### config.mk
export PLATFORM = sky130hd
export DESIGN_NAME = xlr8_io_top
export DESIGN_NICKNAME = d
export VERILOG_FILES = /design/src/logic/xlr8_pkg.sv /design/src/logic/xlr8_clk_en.sv /design/src/logic/xlr8_io_regs.sv /design/src/logic/xlr8_pin_mux.sv /design/src/logic/xlr8_io_top.sv
export VERILOG_INCLUDE_DIRS = /design/src /design/src/logic
export SDC_FILE = /design/constraint.sdc
export NUM_CORES = 1
export LEC_CHECK = 0
export ABC_AREA = 1
export BUFFER_PORTS_ARGS = -buffer_cell sky130_fd_sc_hd__buf_4
export CAP_MARGIN = 25
export CORE_MARGIN = 8
export CORE_UTILIZATION = 40
export DETAILED_ROUTE_END_ITERATION = 10
export GPL_ROUTABILITY_DRIVEN = 1
export HOLD_SLACK_MARGIN = 0.12
export SLEW_MARGIN = 20
export SYNTH_ARGS = -nofsm -noshare
export SYNTH_HDL_FRONTEND = slang
export SYNTH_SLANG_ARGS = --single-unit
### constraint.sdc
create_clock -name Clock -period 2 [get_ports Clock]
set_input_delay 0.1 -clock Clock [delete_from_list [all_inputs] [get_ports Clock]]
set_output_delay 0.1 -clock Clock [all_outputs]
set_load 0.05 [all_outputs]
### src/logic/xlr8_cfg.svh
// Widths, register map and divider counts
// for the I/O fabric of the 16 MHz board design
`ifndef XLR8_CFG_SVH
`define XLR8_CFG_SVH

//////////////////////////////
// Widths
//////////////////////////////
`define XLR8_NUM_PINS      20       // D13..D0 and A5..A0
`define XLR8_DATA_W        8        // Register bus data
`define XLR8_ADR_W         8        // Low byte of data memory address

//////////////////////////////
// Register addresses
//////////////////////////////
`define XLR8_PINB_ADDR     8'h23    // Read only
`define XLR8_DDRB_ADDR     8'h24
`define XLR8_PORTB_ADDR    8'h25
`define XLR8_PINC_ADDR     8'h26    // Read only
`define XLR8_DDRC_ADDR     8'h27
`define XLR8_PORTC_ADDR    8'h28
`define XLR8_PIND_ADDR     8'h29    // Read only
`define XLR8_DDRD_ADDR     8'h2A
`define XLR8_PORTD_ADDR    8'h2B
`define XLR8_GPIOR0_ADDR   8'h3E
`define XLR8_GPIOR1_ADDR   8'h4A
`define XLR8_GPIOR2_ADDR   8'h4B
`define XLR8_CLKSPD_ADDR   8'hE0    // Read only clock config
`define XLR8_XBCTRL_ADDR   8'hE1    // Accelerator control

// 8 means 16 MHz build
`define XLR8_DESIGN_CONFIG 8'd8

//////////////////////////////
// Divider counts at 16 MHz
//////////////////////////////
`define XLR8_DIV_1MHZ      16       // 16 MHz / 16
`define XLR8_DIV_128KHZ    125      // 16 MHz / 125
`define XLR8_DIV_INTOSC    512      // Half period of div1024 wave

`define XLR8_OVR_PIN       8        // PB0 in pin numbering

`endif

### src/logic/xlr8_pkg.sv
// Shared types of the I/O fabric
// Register bus, pin control, pin override and clock enables
`include "xlr8_cfg.svh"

package xlr8_pkg;

  //////////////////////////////
  // Scalar vectors
  //////////////////////////////
  typedef logic [`XLR8_NUM_PINS-1:0] pin_vec_t;  // One bit per pin
  typedef logic [`XLR8_DATA_W-1:0]   data_t;     // Bus data byte

  // Data memory register bus from the master
  typedef struct packed {
    logic [`XLR8_ADR_W-1:0]  ramadr;  // Low address byte
    logic                    ramre;   // Read strobe
    logic                    ramwe;   // Write strobe
    logic [`XLR8_DATA_W-1:0] dbus_in; // Write data
  } io_bus_t;

  // Port registers or override values
  typedef struct packed {
    pin_vec_t val;  // Output value
    pin_vec_t dir;  // 1 means output
  } pin_ctrl_t;

  // Override enables, one per pin
  typedef struct packed {
    pin_vec_t ddoe;  // Direction override enable
    pin_vec_t pvoe;  // Value override enable
  } pin_ovr_t;

  // Timer outputs
  typedef struct packed {
    logic en1mhz;    // One cycle every 16
    logic en128khz;  // One cycle every 125
    logic div1024;   // Square wave
  } clk_en_t;

endpackage

### src/logic/xlr8_clk_en.sv
// Free running clock enable timer
// 1 MHz and 128 kHz single cycle strobes
// Divide by 1024 square wave for the override pin
`timescale 1ns/1ps
`include "xlr8_cfg.svh"

module xlr8_clk_en
  import xlr8_pkg::*;
(
  input  logic    Clock,   // 16 MHz
  input  logic    reset,   // Sync, active high
  output clk_en_t clk_en   // Strobes and wave
);

  localparam int CNT1_W  = $clog2(`XLR8_DIV_1MHZ);
  localparam int CNT128_W = $clog2(`XLR8_DIV_128KHZ);
  localparam int CNTOSC_W = $clog2(`XLR8_DIV_INTOSC);

  logic [CNT1_W-1:0]   cnt_1mhz;    // 0..15
  logic [CNT128_W-1:0] cnt_128khz;  // 0..124
  logic [CNTOSC_W-1:0] cnt_osc;     // 0..511
  logic                wrap_1mhz;
  logic                wrap_128khz;
  logic                wrap_osc;
  logic                div1024_q;

  //////////////////////////////
  // Terminal counts
  //////////////////////////////
  assign wrap_1mhz   = (cnt_1mhz == CNT1_W'(`XLR8_DIV_1MHZ - 1));
  assign wrap_128khz = (cnt_128khz == CNT128_W'(`XLR8_DIV_128KHZ - 1));
  assign wrap_osc    = (cnt_osc == CNTOSC_W'(`XLR8_DIV_INTOSC - 1));

  // 1 MHz divider
  always_ff @(posedge Clock) begin
    if (reset) begin
      cnt_1mhz <= '0;
    end else if (wrap_1mhz) begin
      cnt_1mhz <= '0;              // Restart period
    end else begin
      cnt_1mhz <= cnt_1mhz + 1'b1;
    end
  end

  // 128 kHz divider
  always_ff @(posedge Clock) begin
    if (reset) begin
      cnt_128khz <= '0;
    end else if (wrap_128khz) begin
      cnt_128khz <= '0;            // Not a power of two
    end else begin
      cnt_128khz <= cnt_128khz + 1'b1;
    end
  end

  // Half period counter and wave flop
  always_ff @(posedge Clock) begin
    if (reset) begin
      cnt_osc   <= '0;
      div1024_q <= 1'b0;           // Wave starts low
    end else if (wrap_osc) begin
      cnt_osc   <= '0;
      div1024_q <= ~div1024_q;     // Toggle each 512 cycles
    end else begin
      cnt_osc   <= cnt_osc + 1'b1;
    end
  end

  //////////////////////////////
  // Outputs
  //////////////////////////////
  // Strobe in the last cycle of each period, so the first one lands
  // on cycle 16 and cycle 125 after reset
  assign clk_en.en1mhz   = wrap_1mhz;
  assign clk_en.en128khz = wrap_128khz;
  assign clk_en.div1024  = div1024_q;

endmodule

### src/logic/xlr8_io_regs.sv
// Memory mapped I/O registers
// PORTx and DDRx pairs, PINx reads, GPIOR0..2
// CLKSPD read only config and XBCTRL accelerator control
// Combinational read data multiplexer
`timescale 1ns/1ps
`include "xlr8_cfg.svh"

module xlr8_io_regs
  import xlr8_pkg::*;
(
  input  logic      Clock,      // 16 MHz
  input  logic      reset,      // Sync, active high
  input  io_bus_t   io_bus,     // From bus master
  input  pin_vec_t  pin_sync,   // Synchronized pins
  output data_t     rdata,      // Zero when not selected
  output logic      out_en,     // Read hit this cycle
  output pin_ctrl_t port_ctrl,  // To pin mux
  output logic      xb_en       // Override PB0 with wave
);

  data_t portb_q;   // Only [5:0] reach pins
  data_t ddrb_q;
  data_t portc_q;   // Only [5:0] reach pins
  data_t ddrc_q;
  data_t portd_q;
  data_t ddrd_q;
  data_t gpior0_q;
  data_t gpior1_q;
  data_t gpior2_q;
  logic  xbctrl_q;  // XBCTRL bit 0
  data_t rd_mux;
  logic  rd_hit;

  //////////////////////////////
  // Write decode
  //////////////////////////////
  always_ff @(posedge Clock) begin
    if (reset) begin
      portb_q  <= '0;
      ddrb_q   <= '0;             // All pins input
      portc_q  <= '0;
      ddrc_q   <= '0;
      portd_q  <= '0;
      ddrd_q   <= '0;
      gpior0_q <= '0;
      gpior1_q <= '0;
      gpior2_q <= '0;
      xbctrl_q <= 1'b0;           // Override off
    end else if (io_bus.ramwe) begin
      case (io_bus.ramadr)
        `XLR8_PORTB_ADDR:  portb_q  <= io_bus.dbus_in;
        `XLR8_DDRB_ADDR:   ddrb_q   <= io_bus.dbus_in;
        `XLR8_PORTC_ADDR:  portc_q  <= io_bus.dbus_in;
        `XLR8_DDRC_ADDR:   ddrc_q   <= io_bus.dbus_in;
        `XLR8_PORTD_ADDR:  portd_q  <= io_bus.dbus_in;
        `XLR8_DDRD_ADDR:   ddrd_q   <= io_bus.dbus_in;
        `XLR8_GPIOR0_ADDR: gpior0_q <= io_bus.dbus_in;
        `XLR8_GPIOR1_ADDR: gpior1_q <= io_bus.dbus_in;
        `XLR8_GPIOR2_ADDR: gpior2_q <= io_bus.dbus_in;
        `XLR8_XBCTRL_ADDR: xbctrl_q <= io_bus.dbus_in[0];
        default: ;                // PINx and CLKSPD ignore writes
      endcase
    end
  end

  //////////////////////////////
  // Read multiplexer
  //////////////////////////////
  always_comb begin
    rd_mux = '0;
    rd_hit = 1'b1;
    case (io_bus.ramadr)
      `XLR8_PINB_ADDR:   rd_mux = {2'b00, pin_sync[13:8]};   // PB5..PB0
      `XLR8_DDRB_ADDR:   rd_mux = ddrb_q;
      `XLR8_PORTB_ADDR:  rd_mux = portb_q;
      `XLR8_PINC_ADDR:   rd_mux = {2'b00, pin_sync[19:14]};  // PC5..PC0
      `XLR8_DDRC_ADDR:   rd_mux = ddrc_q;
      `XLR8_PORTC_ADDR:  rd_mux = portc_q;
      `XLR8_PIND_ADDR:   rd_mux = pin_sync[7:0];             // PD7..PD0
      `XLR8_DDRD_ADDR:   rd_mux = ddrd_q;
      `XLR8_PORTD_ADDR:  rd_mux = portd_q;
      `XLR8_GPIOR0_ADDR: rd_mux = gpior0_q;
      `XLR8_GPIOR1_ADDR: rd_mux = gpior1_q;
      `XLR8_GPIOR2_ADDR: rd_mux = gpior2_q;
      `XLR8_CLKSPD_ADDR: rd_mux = `XLR8_DESIGN_CONFIG;       // Fixed build value
      `XLR8_XBCTRL_ADDR: rd_mux = {7'b0, xbctrl_q};          // Upper bits read zero
      default:           rd_hit = 1'b0;                      // Not ours
    endcase
  end

  assign out_en = io_bus.ramre & rd_hit;
  assign rdata  = out_en ? rd_mux : '0;   // Quiet bus when idle

  //////////////////////////////
  // Pin control packing
  //////////////////////////////
  // Bits 7:0 port D, 13:8 port B, 19:14 port C
  assign port_ctrl.val = {portc_q[5:0], portb_q[5:0], portd_q};
  assign port_ctrl.dir = {ddrc_q[5:0], ddrb_q[5:0], ddrd_q};

  assign xb_en = xbctrl_q;

endmodule

### src/logic/xlr8_pin_mux.sv
// Pin multiplexer
// Accelerator override on PB0 combined with port registers
// Two flop input synchronizers for PINx reads
`timescale 1ns/1ps
`include "xlr8_cfg.svh"

module xlr8_pin_mux
  import xlr8_pkg::*;
(
  input  logic      Clock,      // 16 MHz
  input  logic      reset,      // Sync, active high
  input  pin_ctrl_t port_ctrl,  // PORTx and DDRx
  input  logic      xb_en,      // XBCTRL bit 0
  input  logic      div1024,    // Wave from timer
  input  pin_vec_t  pin_in,     // Async pin values
  output pin_vec_t  pin_out,    // Driven value
  output pin_vec_t  pin_oe,     // 1 drives the pin
  output pin_vec_t  pin_sync    // To PINx reads
);

  pin_ovr_t  ovr;       // Override enables
  pin_ctrl_t ovr_ctrl;  // Override values
  pin_vec_t  sync_q1;   // First stage

  //////////////////////////////
  // Override vectors
  //////////////////////////////
  // Wave goes to PB0 so input capture can time it
  assign ovr.ddoe     = pin_vec_t'(xb_en) << `XLR8_OVR_PIN;
  assign ovr.pvoe     = ovr.ddoe;
  assign ovr_ctrl.dir = '1;                                  // Force output
  assign ovr_ctrl.val = pin_vec_t'(div1024) << `XLR8_OVR_PIN;

  //////////////////////////////
  // Pin rule
  //////////////////////////////
  // Override wins bit by bit, else the port register
  assign pin_oe  = (ovr.ddoe & ovr_ctrl.dir) | (~ovr.ddoe & port_ctrl.dir);
  assign pin_out = (ovr.pvoe & ovr_ctrl.val) | (~ovr.pvoe & port_ctrl.val);

  //////////////////////////////
  // Input synchronizer
  //////////////////////////////
  always_ff @(posedge Clock) begin
    if (reset) begin
      sync_q1  <= '0;
      pin_sync <= '0;     // PINx reads zero after reset
    end else begin
      sync_q1  <= pin_in;
      pin_sync <= sync_q1;  // Two cycle latency
    end
  end

endmodule

### src/logic/xlr8_io_top.sv
// I/O fabric top level
// Clock enable timer, register block and pin multiplexer
`timescale 1ns/1ps

module xlr8_io_top
  import xlr8_pkg::*;
(
  input  logic     Clock,    // 16 MHz
  input  logic     reset,    // Sync, active high
  input  io_bus_t  io_bus,   // Register bus
  input  pin_vec_t pin_in,   // From pads
  output data_t    rdata,    // Read data
  output logic     out_en,   // Read hit
  output clk_en_t  clk_en,   // Strobes and wave
  output pin_vec_t pin_out,  // To pads
  output pin_vec_t pin_oe    // Pad drive enables
);

  pin_ctrl_t port_ctrl;  // PORTx and DDRx to pin mux
  logic      xb_en;      // Wave override on PB0
  pin_vec_t  pin_sync;   // Back to PINx reads

  //////////////////////////////
  // Timer
  //////////////////////////////
  xlr8_clk_en i_clk_en (
    .Clock  (Clock),
    .reset  (reset),
    .clk_en (clk_en)
  );

  //////////////////////////////
  // Registers
  //////////////////////////////
  xlr8_io_regs i_io_regs (
    .Clock     (Clock),
    .reset     (reset),
    .io_bus    (io_bus),
    .pin_sync  (pin_sync),
    .rdata     (rdata),
    .out_en    (out_en),
    .port_ctrl (port_ctrl),
    .xb_en     (xb_en)
  );

  //////////////////////////////
  // Pins
  //////////////////////////////
  xlr8_pin_mux i_pin_mux (
    .Clock     (Clock),
    .reset     (reset),
    .port_ctrl (port_ctrl),
    .xb_en     (xb_en),
    .div1024   (clk_en.div1024),  // Measured on PB0
    .pin_in    (pin_in),
    .pin_out   (pin_out),
    .pin_oe    (pin_oe),
    .pin_sync  (pin_sync)
  );

endmodule

### Word-level counts from Yosys, hierarchy flattened

Cells that the tools add are included.

* add/subtract/negate cells: 3
* equality and inequality tests: 17
* mux-type cells: 3
* bitwise gates (word level): 8
* reductions and logical operators: 14

Operator list (number)
* $pmux 8 s14: 1
* $eq 8x6->1 const B: 10
* $and 20x20->20: 2
* $not 9->20: 1
* $or 20x20->20: 1
* $or 9x20->20: 1
* $reduce_and 2->1: 10
* $eq 8x7->1 const B: 2
* $eq 8x8->1 const B: 2
* $reduce_or 14->1: 1
* $add 9x1->9 const B: 1
* $and 9x9->9: 1
* $eq 9x9->1 const B: 1
* $mux 8: 1
* $add 7x1->7 const B: 1
* $eq 7x7->1 const B: 1
* $reduce_or 2->1: 3
* $add 4x1->4 const B: 1
* $eq 4x4->1 const B: 1
* $and 1x1->1: 1
* $mux 1: 1
* $not 1->1: 1

* register bits: 134

### Depth between registers and ports, before layout

* depth in word-level cells: 5
* depth in mapped cells: 10

### Cells and area by module

Synthesis repeated with hierarchy kept, for this count alone.

* cells, all modules: 913
* area, all modules: 6666.4 um^2

Modules (own cells, without submodules)
* xlr8_io_regs: instances 1, cells each 626, area an instance 4296.6 um^2, seq. area each 1461.4 um^2
* xlr8_pin_mux: instances 1, cells each 167, area an instance 1452.6 um^2, seq. area each 800.8 um^2
* xlr8_clk_en: instances 1, cells each 120, area an instance 917.1 um^2, seq. area each 420.4 um^2

### Worst setup path before layout

OpenSTA, ideal clock, no wires.

* path type: flip-flop to flip-flop
* start: register i_clk_en.cnt_osc[0]
* end: register i_clk_en.cnt_osc[4]
* setup time: 115 ps
* arrival: 1498 ps
* path slack: 387 ps
* stages on the path, launching flop included: 11
* buffers on the path: 0
* cells stage by stage: dfxtp_1 ha_1 nand2_1 nor3b_1 nand2_1 nor2_1 ha_1 nor2_1 inv_1 a21oi_1 o21a_1

* word-level cells in the longest chain between the ends: 2
* elaborated cells between the ends (all ways): 3
* those cells by class: add/sub: 1; eq/ne: 1; reduce/logical: 1

RTL lines
* start: declaration: RTL line xlr8_clk_en.sv:21 `logic [CNTOSC_W-1:0] cnt_osc;`
* start signal: assignment: RTL line xlr8_clk_en.sv:65 `cnt_osc <= cnt_osc + 1'b1;`
* parallel branches: the longest is 2 deep, another holds $add 9x1->9

Parallel ways; which one is timed is not known.
A chain may end at the register's enable or synchronous reset.

### Final worst setup path

* start: input port io_bus[8] (netlist bit)
* end: register i_io_regs.ddrd_q[4]

* word-level cells in the longest chain between the ends: 1

RTL lines
* start: declaration: RTL line xlr8_io_top.sv:10 `input io_bus_t io_bus,`
* $reduce_and 2->1 (no line)
* end signal: assignment: RTL line xlr8_io_regs.sv:56 `` `XLR8_DDRD_ADDR: ddrd_q <= io_bus.dbus_in; ``
* end: declaration: RTL line xlr8_io_regs.sv:26 `data_t ddrd_q;`

Every way passes these cells.

==> flow_summary.ini <==
[status]
status = finished clean

[worst_setup_path]
worst_setup_path_end_kind = register
crit_chain = dlygate4sd3_1 > buf_4 > nand3_1 > dlygate4sd3_1 > a21oi_1 > dlygate4sd3_1
critPathMaxFanout = 22
cp_top_family = buffers and inverters
reg2reg_slack_ns = 0.30
required_ns = 2.36
reg2reg_depth = 10
start_kind = input port
cpMostUsedCell = dlygate4sd3_1
worst-endpoint-arrival_ns = 2.33
worst-setup-path-type = input port to register
r2r-end = i_clk_en.cnt_osc[4]
worst_r2r_startpoint = i_clk_en.cnt_osc[0]
cp_num_buf_inv = 4
crit_path_top_delay_cell = dlygate4sd3_1
max_stage_delay_ns = 0.57

[cts]
clkSinkCount = 134
htreeDepth = 4
root_buffer = clkbuf_16
clk_latency_ns = 0.42
path_clk_slew_ns = 0.06
cts_made_buffers = 17
cts_buffer_depth = 2
cts_tree = yes

[layout]
drive_gt1_share_pct = 19.5
n_fill_cell = 1486
finalNetCount = 993
multiInputGateArea_mm2 = 0.00263
layout_commonest_cell = dfxtp_1
fin_cells = 1172
area_growth_pct = 24.8
n_antenna_cell = 0
final_cell_mix = dfxtp_1 (134), nor2_1 (112), inv_1 (111), nand3_1 (111), buf_4 (111)
seq_area_mm2 = 0.00268

[logic_synthesis]
synth_seq_cells = 134
ys_types = 33
seq_area_frac_synth_pct = 42.9
avgSynthCellArea_um2 = 7.24
yosys_warnings = 0
synth_cells = 864
synth_nets = 909
synth_area_mm2 = 0.00625

[die]
initial_core_util_pct = 41.0
die_area_mm2 = 0.0199
fp.dieW_um = 141
core-area_mm2 = 0.0153
ioPinCount = 92
die_h_um = 141
placementRows = 45

[timing]
fin_crit_ns = 1.97
maxSlewHeadroom_pct = 66.6
finalCritPeriodShare_pct = 98.5
max_clock_freq_mhz = 508
setup_violations = 0
tightest_slew_ns = 0.497
whs_ns = 0.217
finClkSkew_ns = 0.00415
hold_viol = 0
slew_violations = 0

[worst_hold_path]
hold_depth = 5
min_to = i_io_regs.xb_en
hold_class = input port to register
worstHoldStart = io_bus[17]

[routing]
post_drt_wl_per_cell_um = 14.9
dr.first_iter.drc_count = 376
drc_errors = 0
ant_nets = 0
vias_per_cell = 4.69
first_pass_iters = 5
routed_wl_mm = 17.5
vias = 5493

[placed_design]
hpwl_mm = 12.4
port-buffer-count = 91
place_inst = 1099
gp_congestion = 0.875

[power]
p_comb_share_pct = 6.5
netSwitchingFraction_pct = 22.8
power_frac_seq_pct = 43.3
pwr-share-clk_pct = 50.3
intPower_mw = 4.91
leakagePower_nw = 3.38
powerDensity_mw_per_mm2 = 814
power.switching_mw = 1.45
vdd_drop_max_mv = 0.599

[flow_run]
drv_cap = 0

[grt]
grt_pass1_vias = 5140
grt_max_degree = 52
grt_pass1_wl_mm = 27.5
antenna_found_initial = 0
overflow = 0
track_usage_pct = 17.8
==> final cells by class <==
class                   count  share of cell area [%]
well taps                 211                    3.38
repair buffers            145                    15.0
clock buffers              20                    5.85
inverters                 120                    5.77
multi-input cells         530                    33.7
clock inverters            12                    1.94
flip-flops and latches    134                    34.4
==> synth_stat cells, drive strengths merged <==
library cell  number  area [um^2]
dfxtp            134         2680
nor2             132          622
inv              119          447
nand2            117          477
nand3            117          623
a21oi             77          385
buf               61          432
o21ai             61          305
clkbuf            20         76.3
nand4              7         43.8
ha                 5         62.6
nor3b              3         22.5
xor2               3         26.3
nor3               2         10.0
a21o               1         7.51
a31oi              1         6.26
clkinv             1         3.75
o21a               1         7.51
or3                1         6.26
xnor2              1         8.76
==> logic make-up after synthesis <==
group | synth area share [%]
buffers and inverters | 15.3
flip-flops | 42.9
XOR/XNOR | 0.560
AND/OR/NAND/NOR | 28.8
adder cells (fa/ha/maj) | 1.00
AO/OA/AOI/OAI | 11.4
==> metal layers <==
metal	vias up	share of wire [%]	GRT usage (%)	wire length, um
li1	2875	-	-	-
met1	2422	46	22.7	8020
met2	166	44	27.8	7750
met3	30	7.7	4.86	1340
met4	0	2.2	7.47	378
met5	-	0	0	0
==> worst max path at each step <==
stage	startpoint	end	slack [ns]	depth (start not counted)
after CTS	io_bus[14]	i_io_regs.ddrd_q[4]	0.02	10
after global placement	io_bus[14]	rdata[2]	0.25	12
after floorplan	i_clk_en.cnt_osc[0]	i_clk_en.cnt_osc[4]	0.39	10
after detailed placement	i_clk_en.cnt_osc[0]	i_clk_en.cnt_osc[4]	0.21	10
after global routing	io_bus[12]	i_io_regs.ddrd_q[4]	-0.0004	10
final	io_bus[8]	i_io_regs.ddrd_q[4]	0.03	6
==> flip-flops by register name, summed over array words and instances (netlist names) <==
name / count
i_clk_en.cnt_128khz: 7
i_clk_en.cnt_1mhz: 4
i_clk_en.cnt_osc: 9
i_clk_en.div1024_q: 1
i_io_regs.ddrb_q: 8
i_io_regs.ddrc_q: 8
i_io_regs.ddrd_q: 8
i_io_regs.gpior0_q: 8
i_io_regs.gpior1_q: 8
i_io_regs.gpior2_q: 8
i_io_regs.portb_q: 8
i_io_regs.portc_q: 8
i_io_regs.portd_q: 8
i_io_regs.xb_en: 1
i_pin_mux.pin_sync: 20
i_pin_mux.sync_q1: 20
==> worst min-delay path, cell delays in order <==
cell     delay (ns)
buf_4          0.12
nand2_1        0.08
nor2_1         0.07
nand3_1        0.14
a21oi_1        0.08
==> stage by stage <==
stage | power [mW] | setup slack [ns] | TNS, ns | utilization [%] | area [um^2]
after floorplan | 3.03 | 0.387 | 0 | - | 6250
after global placement | 3.16 | 0.251 | 0 | 44.6 | 6800
after detailed placement | 3.17 | 0.206 | 0 | 44.6 | 6800
after CTS | 6.41 | 0.0199 | 0 | 50.8 | 7750
after global routing | 6.59 | -0.000391 | -0.000391 | 51.2 | 7810
final | 6.36 | 0.0309 | 0 | 51.2 | 7810
==> what timing repair did <==
action                     CTS  global route
setup buffers                0             6
gates resized for setup      0             1
setup endpoints to repair    0             2
hold buffers                34             0
hold endpoints to repair    95             0
==> power by group through the flow <==
| stage | registers (mW) | clock network [mW] | logic [mW] |
|---|---|---|---|
| final | 2.75 | 3.20 | 0.412 |
| after floorplan | 2.80 | 0 | 0.226 |
| after global placement | 2.81 | 0 | 0.353 |
| after global routing | 2.75 | 3.38 | 0.459 |
| after CTS | 2.75 | 3.25 | 0.404 |
| after detailed placement | 2.81 | 0 | 0.356 |
Power figures use the tool's default switching activity.
